File: config.mk
export PLATFORM = sky130hd
export DESIGN_NAME = periph_top
export DESIGN_NICKNAME = d
export VERILOG_FILES = /design/src/rtl/periph_pkg.sv /design/src/rtl/periph_bus_ctrl.sv /design/src/rtl/gpio_port.sv /design/src/rtl/pwm_timer.sv /design/src/rtl/irq_ctrl.sv /design/src/rtl/periph_top.sv
export SDC_FILE = /design/constraint.sdc
export NUM_CORES = 1
export LEC_CHECK = 0
export BUFFER_PORTS_ARGS = -buffer_cell sky130_fd_sc_hd__buf_2
export CAP_MARGIN = 30
export CORE_MARGIN = 2
export CORE_UTILIZATION = 40
export DETAILED_ROUTE_END_ITERATION = 16
export PLACE_DENSITY = 0.69
export SLEW_MARGIN = 20
export SYNTH_ARGS = -nofsm -noshare
export SYNTH_HDL_FRONTEND = slang
export SYNTH_SLANG_ARGS = --single-unit
export TNS_END_PERCENT = 10
File: constraint.sdc
create_clock -name i_clk -period 3.9 [get_ports i_clk]
set_input_delay 0.39 -clock i_clk [delete_from_list [all_inputs] [get_ports i_clk]]
set_output_delay 0.39 -clock i_clk [all_outputs]
set_load 0.005 [all_outputs]
File: src/rtl/periph_pkg.sv
package periph_pkg;

   //************************************************************
   // Bus and register widths
   //************************************************************
   localparam int DATA_W    = 32;
   localparam int ADR_W     = 16;
   localparam int REG_IDX_W = 4;

   // Address fields
   localparam int IDX_LSB   = 2;
   localparam int SLV_LSB   = 6;
   localparam int SLV_W     = 3;

   //************************************************************
   // Peripheral counts
   //************************************************************
   localparam int GPIO_W       = 32;
   localparam int PWM_CHANNELS = 3;
   localparam int IRQ_SRC_W    = 1 + PWM_CHANNELS;

   // Slave select, codes 5 to 7 unmapped
   typedef enum logic [SLV_W-1:0] {
      SLV_GPIO = 3'd0,
      SLV_IRQ  = 3'd1,
      SLV_PWM0 = 3'd2,
      SLV_PWM1 = 3'd3,
      SLV_PWM2 = 3'd4
   } slave_e;

   typedef enum logic [REG_IDX_W-1:0] {
      GPIO_IN      = 4'd0,
      GPIO_OUT     = 4'd1,
      GPIO_OE      = 4'd2,
      GPIO_RISE_EN = 4'd3
   } gpio_reg_e;

   typedef enum logic [REG_IDX_W-1:0] {
      PWM_CTRL = 4'd0,
      PWM_HRC  = 4'd1,
      PWM_LRC  = 4'd2,
      PWM_CNT  = 4'd3
   } pwm_reg_e;

   typedef enum logic [REG_IDX_W-1:0] {
      IRQ_PENDING = 4'd0,
      IRQ_ENABLE  = 4'd1
   } irq_reg_e;

endpackage

File: src/rtl/periph_bus_ctrl.sv
`timescale 1ns/1ps

module periph_bus_ctrl (
   input  logic                                                  i_clk,
   input  logic                                                  i_rst,
   input  logic [periph_pkg::ADR_W-1:0]                          i_wb_adr,
   input  logic [periph_pkg::DATA_W-1:0]                         i_wb_dat,
   input  logic                                                  i_wb_we,
   input  logic                                                  i_wb_cyc,
   input  logic                                                  i_wb_stb,
   output logic [periph_pkg::DATA_W-1:0]                         o_wb_rdt,
   output logic                                                  o_wb_ack,
   output logic                                                  o_wb_err,
   input  logic [periph_pkg::DATA_W-1:0]                         i_gpio_rdt,
   input  logic [periph_pkg::DATA_W-1:0]                         i_irq_rdt,
   input  logic [periph_pkg::PWM_CHANNELS-1:0][periph_pkg::DATA_W-1:0] i_pwm_rdt,
   output logic [periph_pkg::REG_IDX_W-1:0]                      o_r_idx,
   output logic [periph_pkg::DATA_W-1:0]                         o_w_dat,
   output logic                                                  o_gpio_we,
   output logic                                                  o_irq_we,
   output logic [periph_pkg::PWM_CHANNELS-1:0]                   o_pwm_we
);
   import periph_pkg::*;

   slave_e              slv;
   logic                mapped;
   logic                req;
   logic                wr_req;
   logic [DATA_W-1:0]   rdt_mux;

   assign slv     = slave_e'(i_wb_adr[SLV_LSB +: SLV_W]);
   assign o_r_idx = i_wb_adr[IDX_LSB +: REG_IDX_W];
   assign o_w_dat = i_wb_dat;

   // New request only once the previous one has been answered
   assign req    = i_wb_cyc & i_wb_stb & ~o_wb_ack & ~o_wb_err;
   assign wr_req = req & mapped & i_wb_we;

   always_comb begin
      mapped  = 1'b1;
      rdt_mux = '0;
      case (slv)
         SLV_GPIO: rdt_mux = i_gpio_rdt;
         SLV_IRQ:  rdt_mux = i_irq_rdt;
         SLV_PWM0: rdt_mux = i_pwm_rdt[0];
         SLV_PWM1: rdt_mux = i_pwm_rdt[1];
         SLV_PWM2: rdt_mux = i_pwm_rdt[2];
         default:  mapped = 1'b0;
      endcase
      // Anything above the slave field is outside the map
      if (i_wb_adr[ADR_W-1:SLV_LSB+SLV_W] != '0)
         mapped = 1'b0;
   end

   //************************************************************
   // Acknowledge, error and write strobes
   //************************************************************
   always_ff @(posedge i_clk) begin
      if (i_rst) begin
         o_wb_ack  <= 1'b0;
         o_wb_err  <= 1'b0;
         o_gpio_we <= 1'b0;
         o_irq_we  <= 1'b0;
         o_pwm_we  <= '0;
      end else begin
         o_wb_ack  <= req & mapped;
         o_wb_err  <= req & ~mapped;
         o_gpio_we <= wr_req & (slv == SLV_GPIO);
         o_irq_we  <= wr_req & (slv == SLV_IRQ);
         o_pwm_we  <= {wr_req & (slv == SLV_PWM2),
                       wr_req & (slv == SLV_PWM1),
                       wr_req & (slv == SLV_PWM0)};
      end
   end

   always_ff @(posedge i_clk) begin
      if (i_rst)
         o_wb_rdt <= '0;
      else if (req & mapped)
         o_wb_rdt <= rdt_mux;
   end

   ack_err_excl: assert property (@(posedge i_clk) disable iff (i_rst)
      !(o_wb_ack && o_wb_err));

   ack_one_cycle: assert property (@(posedge i_clk) disable iff (i_rst)
      o_wb_ack |=> !o_wb_ack);

endmodule

File: src/rtl/gpio_port.sv
`timescale 1ns/1ps

module gpio_port (
   input  logic                             i_clk,
   input  logic                             i_rst,
   input  logic [periph_pkg::REG_IDX_W-1:0] i_r_idx,
   input  logic [periph_pkg::DATA_W-1:0]    i_w_dat,
   input  logic                             i_we,
   input  logic [periph_pkg::GPIO_W-1:0]    i_gpio,
   output logic [periph_pkg::DATA_W-1:0]    o_rdt,
   output logic [periph_pkg::GPIO_W-1:0]    o_gpio,
   output logic [periph_pkg::GPIO_W-1:0]    o_gpio_oe,
   output logic                             o_edge
);
   import periph_pkg::*;

   logic [GPIO_W-1:0] rise_en;
   logic [GPIO_W-1:0] sync_q1;
   logic [GPIO_W-1:0] sync_q2;
   logic [GPIO_W-1:0] in_prev;

   // Register reads
   always_comb begin
      case (gpio_reg_e'(i_r_idx))
         GPIO_IN:      o_rdt = DATA_W'(sync_q2);
         GPIO_OUT:     o_rdt = DATA_W'(o_gpio);
         GPIO_OE:      o_rdt = DATA_W'(o_gpio_oe);
         GPIO_RISE_EN: o_rdt = DATA_W'(rise_en);
         default:      o_rdt = '0;
      endcase
   end

   always_ff @(posedge i_clk) begin
      if (i_rst) begin
         o_gpio    <= '0;
         o_gpio_oe <= '0;
         rise_en   <= '0;
      end else if (i_we) begin
         case (gpio_reg_e'(i_r_idx))
            GPIO_OUT:     o_gpio    <= i_w_dat[GPIO_W-1:0];
            GPIO_OE:      o_gpio_oe <= i_w_dat[GPIO_W-1:0];
            GPIO_RISE_EN: rise_en   <= i_w_dat[GPIO_W-1:0];
            default:      ;
         endcase
      end
   end

   //************************************************************
   // Input synchroniser and edge detect
   //************************************************************
   always_ff @(posedge i_clk) begin
      if (i_rst) begin
         sync_q1 <= '0;
         sync_q2 <= '0;
         in_prev <= '0;
         o_edge  <= 1'b0;
      end else begin
         sync_q1 <= i_gpio;
         sync_q2 <= sync_q1;
         in_prev <= sync_q2;
         // Any enabled pin going high
         o_edge  <= |(sync_q2 & ~in_prev & rise_en);
      end
   end

endmodule

File: src/rtl/pwm_timer.sv
`timescale 1ns/1ps

module pwm_timer (
   input  logic                             i_clk,
   input  logic                             i_rst,
   input  logic [periph_pkg::REG_IDX_W-1:0] i_r_idx,
   input  logic [periph_pkg::DATA_W-1:0]    i_w_dat,
   input  logic                             i_we,
   output logic [periph_pkg::DATA_W-1:0]    o_rdt,
   output logic                             o_pwm,
   output logic                             o_wrap
);
   import periph_pkg::*;

   logic              ctrl_en;
   logic [DATA_W-1:0] hrc;
   logic [DATA_W-1:0] lrc;
   logic [DATA_W-1:0] cnt;
   logic              run;
   logic              last_cnt;
   logic              lrc_we;

   assign run      = ctrl_en && (lrc != '0);
   assign last_cnt = (cnt >= lrc - DATA_W'(1));
   assign lrc_we   = i_we && (pwm_reg_e'(i_r_idx) == PWM_LRC);

   // High for the first HRC counts of each period
   assign o_pwm = ctrl_en && (cnt < hrc);

   always_comb begin
      case (pwm_reg_e'(i_r_idx))
         PWM_CTRL: o_rdt = DATA_W'(ctrl_en);
         PWM_HRC:  o_rdt = hrc;
         PWM_LRC:  o_rdt = lrc;
         PWM_CNT:  o_rdt = cnt;
         default:  o_rdt = '0;
      endcase
   end

   always_ff @(posedge i_clk) begin
      if (i_rst) begin
         ctrl_en <= 1'b0;
         hrc     <= '0;
         lrc     <= '0;
      end else if (i_we) begin
         case (pwm_reg_e'(i_r_idx))
            PWM_CTRL: ctrl_en <= i_w_dat[0];
            PWM_HRC:  hrc     <= i_w_dat;
            PWM_LRC:  lrc     <= i_w_dat;
            default:  ;
         endcase
      end
   end

   //************************************************************
   // Period counter
   //************************************************************
   always_ff @(posedge i_clk) begin
      if (i_rst) begin
         cnt    <= '0;
         o_wrap <= 1'b0;
      end else begin
         o_wrap <= run && last_cnt;
         // Held at zero while stopped
         if (!run || last_cnt)
            cnt <= '0;
         else
            cnt <= cnt + DATA_W'(1);
      end
   end

   cnt_in_period: assert property (@(posedge i_clk) disable iff (i_rst)
      (run && !lrc_we) |=> (cnt < lrc));

endmodule

File: src/rtl/irq_ctrl.sv
`timescale 1ns/1ps

module irq_ctrl (
   input  logic                             i_clk,
   input  logic                             i_rst,
   input  logic [periph_pkg::REG_IDX_W-1:0] i_r_idx,
   input  logic [periph_pkg::DATA_W-1:0]    i_w_dat,
   input  logic                             i_we,
   input  logic [periph_pkg::IRQ_SRC_W-1:0] i_src,
   output logic [periph_pkg::DATA_W-1:0]    o_rdt,
   output logic                             o_irq
);
   import periph_pkg::*;

   logic [IRQ_SRC_W-1:0] pending;
   logic [IRQ_SRC_W-1:0] enable;
   logic [IRQ_SRC_W-1:0] pending_nxt;
   logic [IRQ_SRC_W-1:0] enable_nxt;
   logic [IRQ_SRC_W-1:0] clr;

   always_comb begin
      case (irq_reg_e'(i_r_idx))
         IRQ_PENDING: o_rdt = DATA_W'(pending);
         IRQ_ENABLE:  o_rdt = DATA_W'(enable);
         default:     o_rdt = '0;
      endcase
   end

   always_comb begin
      clr        = '0;
      enable_nxt = enable;
      if (i_we) begin
         case (irq_reg_e'(i_r_idx))
            IRQ_PENDING: clr        = i_w_dat[IRQ_SRC_W-1:0];
            IRQ_ENABLE:  enable_nxt = i_w_dat[IRQ_SRC_W-1:0];
            default:     ;
         endcase
      end
      // A new pulse beats a clear in the same cycle
      pending_nxt = (pending & ~clr) | i_src;
   end

   always_ff @(posedge i_clk) begin
      if (i_rst) begin
         pending <= '0;
         enable  <= '0;
         o_irq   <= 1'b0;
      end else begin
         pending <= pending_nxt;
         enable  <= enable_nxt;
         o_irq   <= |(pending_nxt & enable_nxt);
      end
   end

endmodule

File: src/rtl/periph_top.sv
`timescale 1ns/1ps

module periph_top (
   input  logic                                i_clk,
   input  logic                                i_rst,
   input  logic [periph_pkg::ADR_W-1:0]        i_wb_adr,
   input  logic [periph_pkg::DATA_W-1:0]       i_wb_dat,
   input  logic                                i_wb_we,
   input  logic                                i_wb_cyc,
   input  logic                                i_wb_stb,
   output logic [periph_pkg::DATA_W-1:0]       o_wb_rdt,
   output logic                                o_wb_ack,
   output logic                                o_wb_err,
   input  logic [periph_pkg::GPIO_W-1:0]       i_gpio,
   output logic [periph_pkg::GPIO_W-1:0]       o_gpio,
   output logic [periph_pkg::GPIO_W-1:0]       o_gpio_oe,
   output logic [periph_pkg::PWM_CHANNELS-1:0] o_pwm,
   output logic                                o_irq
);
   import periph_pkg::*;

   logic [REG_IDX_W-1:0]                   r_idx;
   logic [DATA_W-1:0]                      w_dat;
   logic                                   gpio_we;
   logic                                   irq_we;
   logic [PWM_CHANNELS-1:0]                pwm_we;
   logic [DATA_W-1:0]                      gpio_rdt;
   logic [DATA_W-1:0]                      irq_rdt;
   logic [PWM_CHANNELS-1:0][DATA_W-1:0]    pwm_rdt;
   logic                                   gpio_edge;
   logic [PWM_CHANNELS-1:0]                pwm_wrap;

   periph_bus_ctrl u_bus_ctrl (
      .i_clk      (i_clk),
      .i_rst      (i_rst),
      .i_wb_adr   (i_wb_adr),
      .i_wb_dat   (i_wb_dat),
      .i_wb_we    (i_wb_we),
      .i_wb_cyc   (i_wb_cyc),
      .i_wb_stb   (i_wb_stb),
      .o_wb_rdt   (o_wb_rdt),
      .o_wb_ack   (o_wb_ack),
      .o_wb_err   (o_wb_err),
      .i_gpio_rdt (gpio_rdt),
      .i_irq_rdt  (irq_rdt),
      .i_pwm_rdt  (pwm_rdt),
      .o_r_idx    (r_idx),
      .o_w_dat    (w_dat),
      .o_gpio_we  (gpio_we),
      .o_irq_we   (irq_we),
      .o_pwm_we   (pwm_we)
   );

   gpio_port u_gpio (
      .i_clk     (i_clk),
      .i_rst     (i_rst),
      .i_r_idx   (r_idx),
      .i_w_dat   (w_dat),
      .i_we      (gpio_we),
      .i_gpio    (i_gpio),
      .o_rdt     (gpio_rdt),
      .o_gpio    (o_gpio),
      .o_gpio_oe (o_gpio_oe),
      .o_edge    (gpio_edge)
   );

   // Former red, green and blue LED timers
   for (genvar ch = 0; ch < PWM_CHANNELS; ch++) begin : g_pwm
      pwm_timer u_pwm (
         .i_clk   (i_clk),
         .i_rst   (i_rst),
         .i_r_idx (r_idx),
         .i_w_dat (w_dat),
         .i_we    (pwm_we[ch]),
         .o_rdt   (pwm_rdt[ch]),
         .o_pwm   (o_pwm[ch]),
         .o_wrap  (pwm_wrap[ch])
      );
   end

   // Source 0 is GPIO, then one per PWM channel
   irq_ctrl u_irq (
      .i_clk   (i_clk),
      .i_rst   (i_rst),
      .i_r_idx (r_idx),
      .i_w_dat (w_dat),
      .i_we    (irq_we),
      .i_src   ({pwm_wrap, gpio_edge}),
      .o_rdt   (irq_rdt),
      .o_irq   (o_irq)
   );

endmodule

==> flow_summary.toml <==
[placement]
dp_slack_ns = -0.0627
hpwl_mm = 67.0
numPortBuffers = 184
place_inst = 4473
gp_congestion = 0.963

[power]
peakVddDrop_mv = 0.385
powerDensity_mw_per_mm2 = 362
netSwitchingFraction_pct = 23.1
p_int_uw = 9260
netSwitchingPower_uw = 2780
p_clk_share_pct = 50.2
p_seq_share_pct = 45.9
p_leak_uw = 0.0128
pwr-share-comb_pct = 3.9

[clock_network]
cts_root_buffer = "clkbuf_16"
clk-insertion-delay-late_ns = 0.68
cts_tree = "built"
h-tree-depth = 2
path_clk_slew_ns = 0.06
cts-buffers-inserted = 58
cts.sinks = 535
clock_path_buffers = 3

[timing]
max_slew_margin_pct = 26.9
fmax_mhz = 264
min_period_ns = 3.78
worst_slack_ns = 0.117
finalCritPeriodShare_pct = 97.0
rsz0062_at_grt = "yes"
worstMarginPinSlew_ns = 1.07
hold_viol = 0
final_max_slew_viol_count = 0
setup_viol = 0
fin_worst_skew_ns = 0.0731

[critical_path]
cp-start-kind = "flop"
reg2regPathDepth = 14
cp.arrival_ns = 4.33
critPathMaxFanout = 9
cp.required_ns = 4.44
path_class = "reg2reg"
slowest_stage = "or4_1"
path_cells = "or3_1, or4_1, nor2b_1, and3_1, nand2_1, xor2_1, ha_1, nand4_1, nor2_1, a221o_1, a211oi_2, o21ai_4, buf_4, nor3_1"
end_kind = "flop"
max_stage_delay_ns = 0.56

[status]
status = "complete, no violations"

[routing]
drt-wirelength-per-cell_um = 20.7
first_pass_iters = 6
routed_wl_mm = 95.5
num_vias = 25844
viasPerCell = 5.59
drc_errors = 0
antenna_left = 0
drt_iter0_markers = 2532

[floorplanning]
core_region_area_mm2 = 0.0703
initial_core_util_pct = 40.5
row_count = 97
pin_count = 187
die-area_mm2 = 0.0733
die_h_um = 271
die_x_um = 271

[synth]
synth_edf_count = 0
syn_area_per_cell_um2 = 8.19
yosys_warnings = 0
synthTopCellsByArea = "dfxtp_1 38%, nand2_1 10%, ha_1 8.6%, a21oi_1 6.4%, mux2_2 3.6%"
async_reset_ff_share_pct = 0
yosysUniqueCellTypes = 66
synth_top_cell_by_area = "dfxtp_1"
yosysMostFrequentCell = "nand2_1"
synth_top_cell_area_share_pct = 37.6
ys_seq_elements = 535
syn_area_mm2 = 0.0285
ys_seq_area_share_pct = 37.6
ys.flop_type = "dfxtp_1"
syn_nets = 3753
yosys-top-cells-count = "761 x nand2_1, 535 x dfxtp_1, 366 x a21oi_1, 195 x ha_1, 193 x nor2_1"
synth_cells = 3473

[hold_path]
whs_path_depth = 2
hp-class = "in2reg"

[cells_and_area]
layout-drive-gt1-share_pct = 16.1
syn_to_final_growth_pct = 16.7
nFillCells = 6647
postLayoutCoreUtil_pct = 47.3
antenna_cells = 0
finalNonFillerCells = 4620
fin_nets = 3914

[global_routing]
grt_pass1_vias = 23738
antenna_found_initial = 3
grt_usage_pct = 25.1
grt_max_degree = 220
grt_pass1_wl_mm = 143
grt_overflow = 0

[run]
maxCapViolCount = 0
==> flip-flops by register name, summed over array words and instances, names as in the netlist, 32 cells and up <==
signal / flops
u_gpio.sync_q1: 32
g_pwm.u_pwm.lrc: 96
u_gpio.o_gpio_oe: 32
u_gpio.in_prev: 32
g_pwm.u_pwm.cnt: 96
u_bus_ctrl.o_wb_rdt: 32
u_gpio.o_gpio: 32
g_pwm.u_pwm.hrc: 96
u_gpio.rise_en: 32
u_gpio.sync_q2: 32
==> logic make-up after synthesis <==
group / count (synthesis) / synth area share (%)
AND/OR/NAND/NOR: 1405 / 23.0
AO/OA/AOI/OAI: 669 / 13.6
flip-flops: 535 / 37.6
buffers and inverters: 361 / 5.12
adder cells (fa/ha/maj): 195 / 8.57
XOR/XNOR: 177 / 5.45
multiplexers: 131 / 6.55
==> per-layer routing <==
layer  track usage [%]  share of wire, %  vias to the layer above
li1                  -                 -                    12256
met1              34.4                42                    12179
met2              38.4                43                     1184
met3              4.99                10                      219
met4              10.6               4.4                        6
met5                 0             0.041                        -
==> power groups by stage <==
stage / registers (uW) / logic [uW] / clock network (uW)
CTS: 5520 / 454 / 6090
global route: 5520 / 479 / 6330
floorplan: 5640 / 240 / 0
global placement: 5640 / 427 / 0
finish: 5530 / 471 / 6050
detailed placement: 5650 / 427 / 0
==> path summary, 6_finish.rpt <==
kind,slack [ns],endpoint,start
setup / recovery,0.12,g_pwm[1].u_pwm.cnt[31],g_pwm[1].u_pwm.lrc[2]
hold / removal,0.07,u_bus_ctrl.o_gpio_we,i_wb_adr[6]
setup reg to reg,0.12,g_pwm[1].u_pwm.cnt[31],g_pwm[1].u_pwm.lrc[2]
hold reg to reg,0.44,u_gpio.sync_q2[31],u_gpio.sync_q1[31]
==> placed cells by master, fill, tap and decap left out, drive strengths merged, types with 9 or more instances in the layout <==
cell type and n:
nand4 52, mux2 91, and3 16, nor4 34, nor2b 106, and2 16, o21ai 62, a22oi 96
inv 143, a211oi 14, dlygate4sd3 32, or4 18, nand2 761, xor2 84, xnor2 93, dfxtp 535
or3 12, nand2b 9, nor2 193, mux4 35, nor3 82, buf 286, clkinv 13, and4 15
clkbuf 77, nand3 71, a21o 21, bufinv 10, a21oi 366, ha 195, o22ai 77
==> through the flow <==
| stage | cell area, um2 | power (uW) | hold slack [ns] | setup TNS, ns |
|---|---|---|---|---|
| 6_report | 33200 | 12000 | 0.0694 | 0 |
| 5_1_grt | 33200 | 12300 | 0.0449 | -1.70 |
| 4_1_cts | 33000 | 12100 | 0.0372 | 0 |
| 3_5_place_dp | 30500 | 6070 | 0.420 | -1.43 |
| 3_3_place_gp | 30500 | 6070 | 0.417 | 0 |
| 2_1_floorplan | 28500 | 5880 | 0.414 | 0 |
==> worst max-delay path: cells and delay by family (launching register included) <==
family	cells	cell delay, ns
flops	1	0.36
buf+inv	1	0.20
fa+ha+maj	1	0.30
simple gates	8	1.94
xor+xnor	1	0.15
compound gates	3	0.71
==> area by class of cell <==
type	instances	area [um2]	area share (%)
multi-input combinational	2577	16500	49.6
sequential	535	10700	32.2
clock inverter	31	502	1.51
inverter	142	533	1.60
tap	940	1180	3.54
timing repair buffer	320	2200	6.61
clock buffer	75	1630	4.89
==> what timing repair did <==
action	CTS	global route
pin swaps	0	7
setup buffers	0	6
hold buffers	32	0
resized for setup	2	26
gates cloned	0	3
hold endpoints to repair	32	0
endpoints found under the setup margin	31	97
No activity file was read; power rests on OpenSTA's default activity.
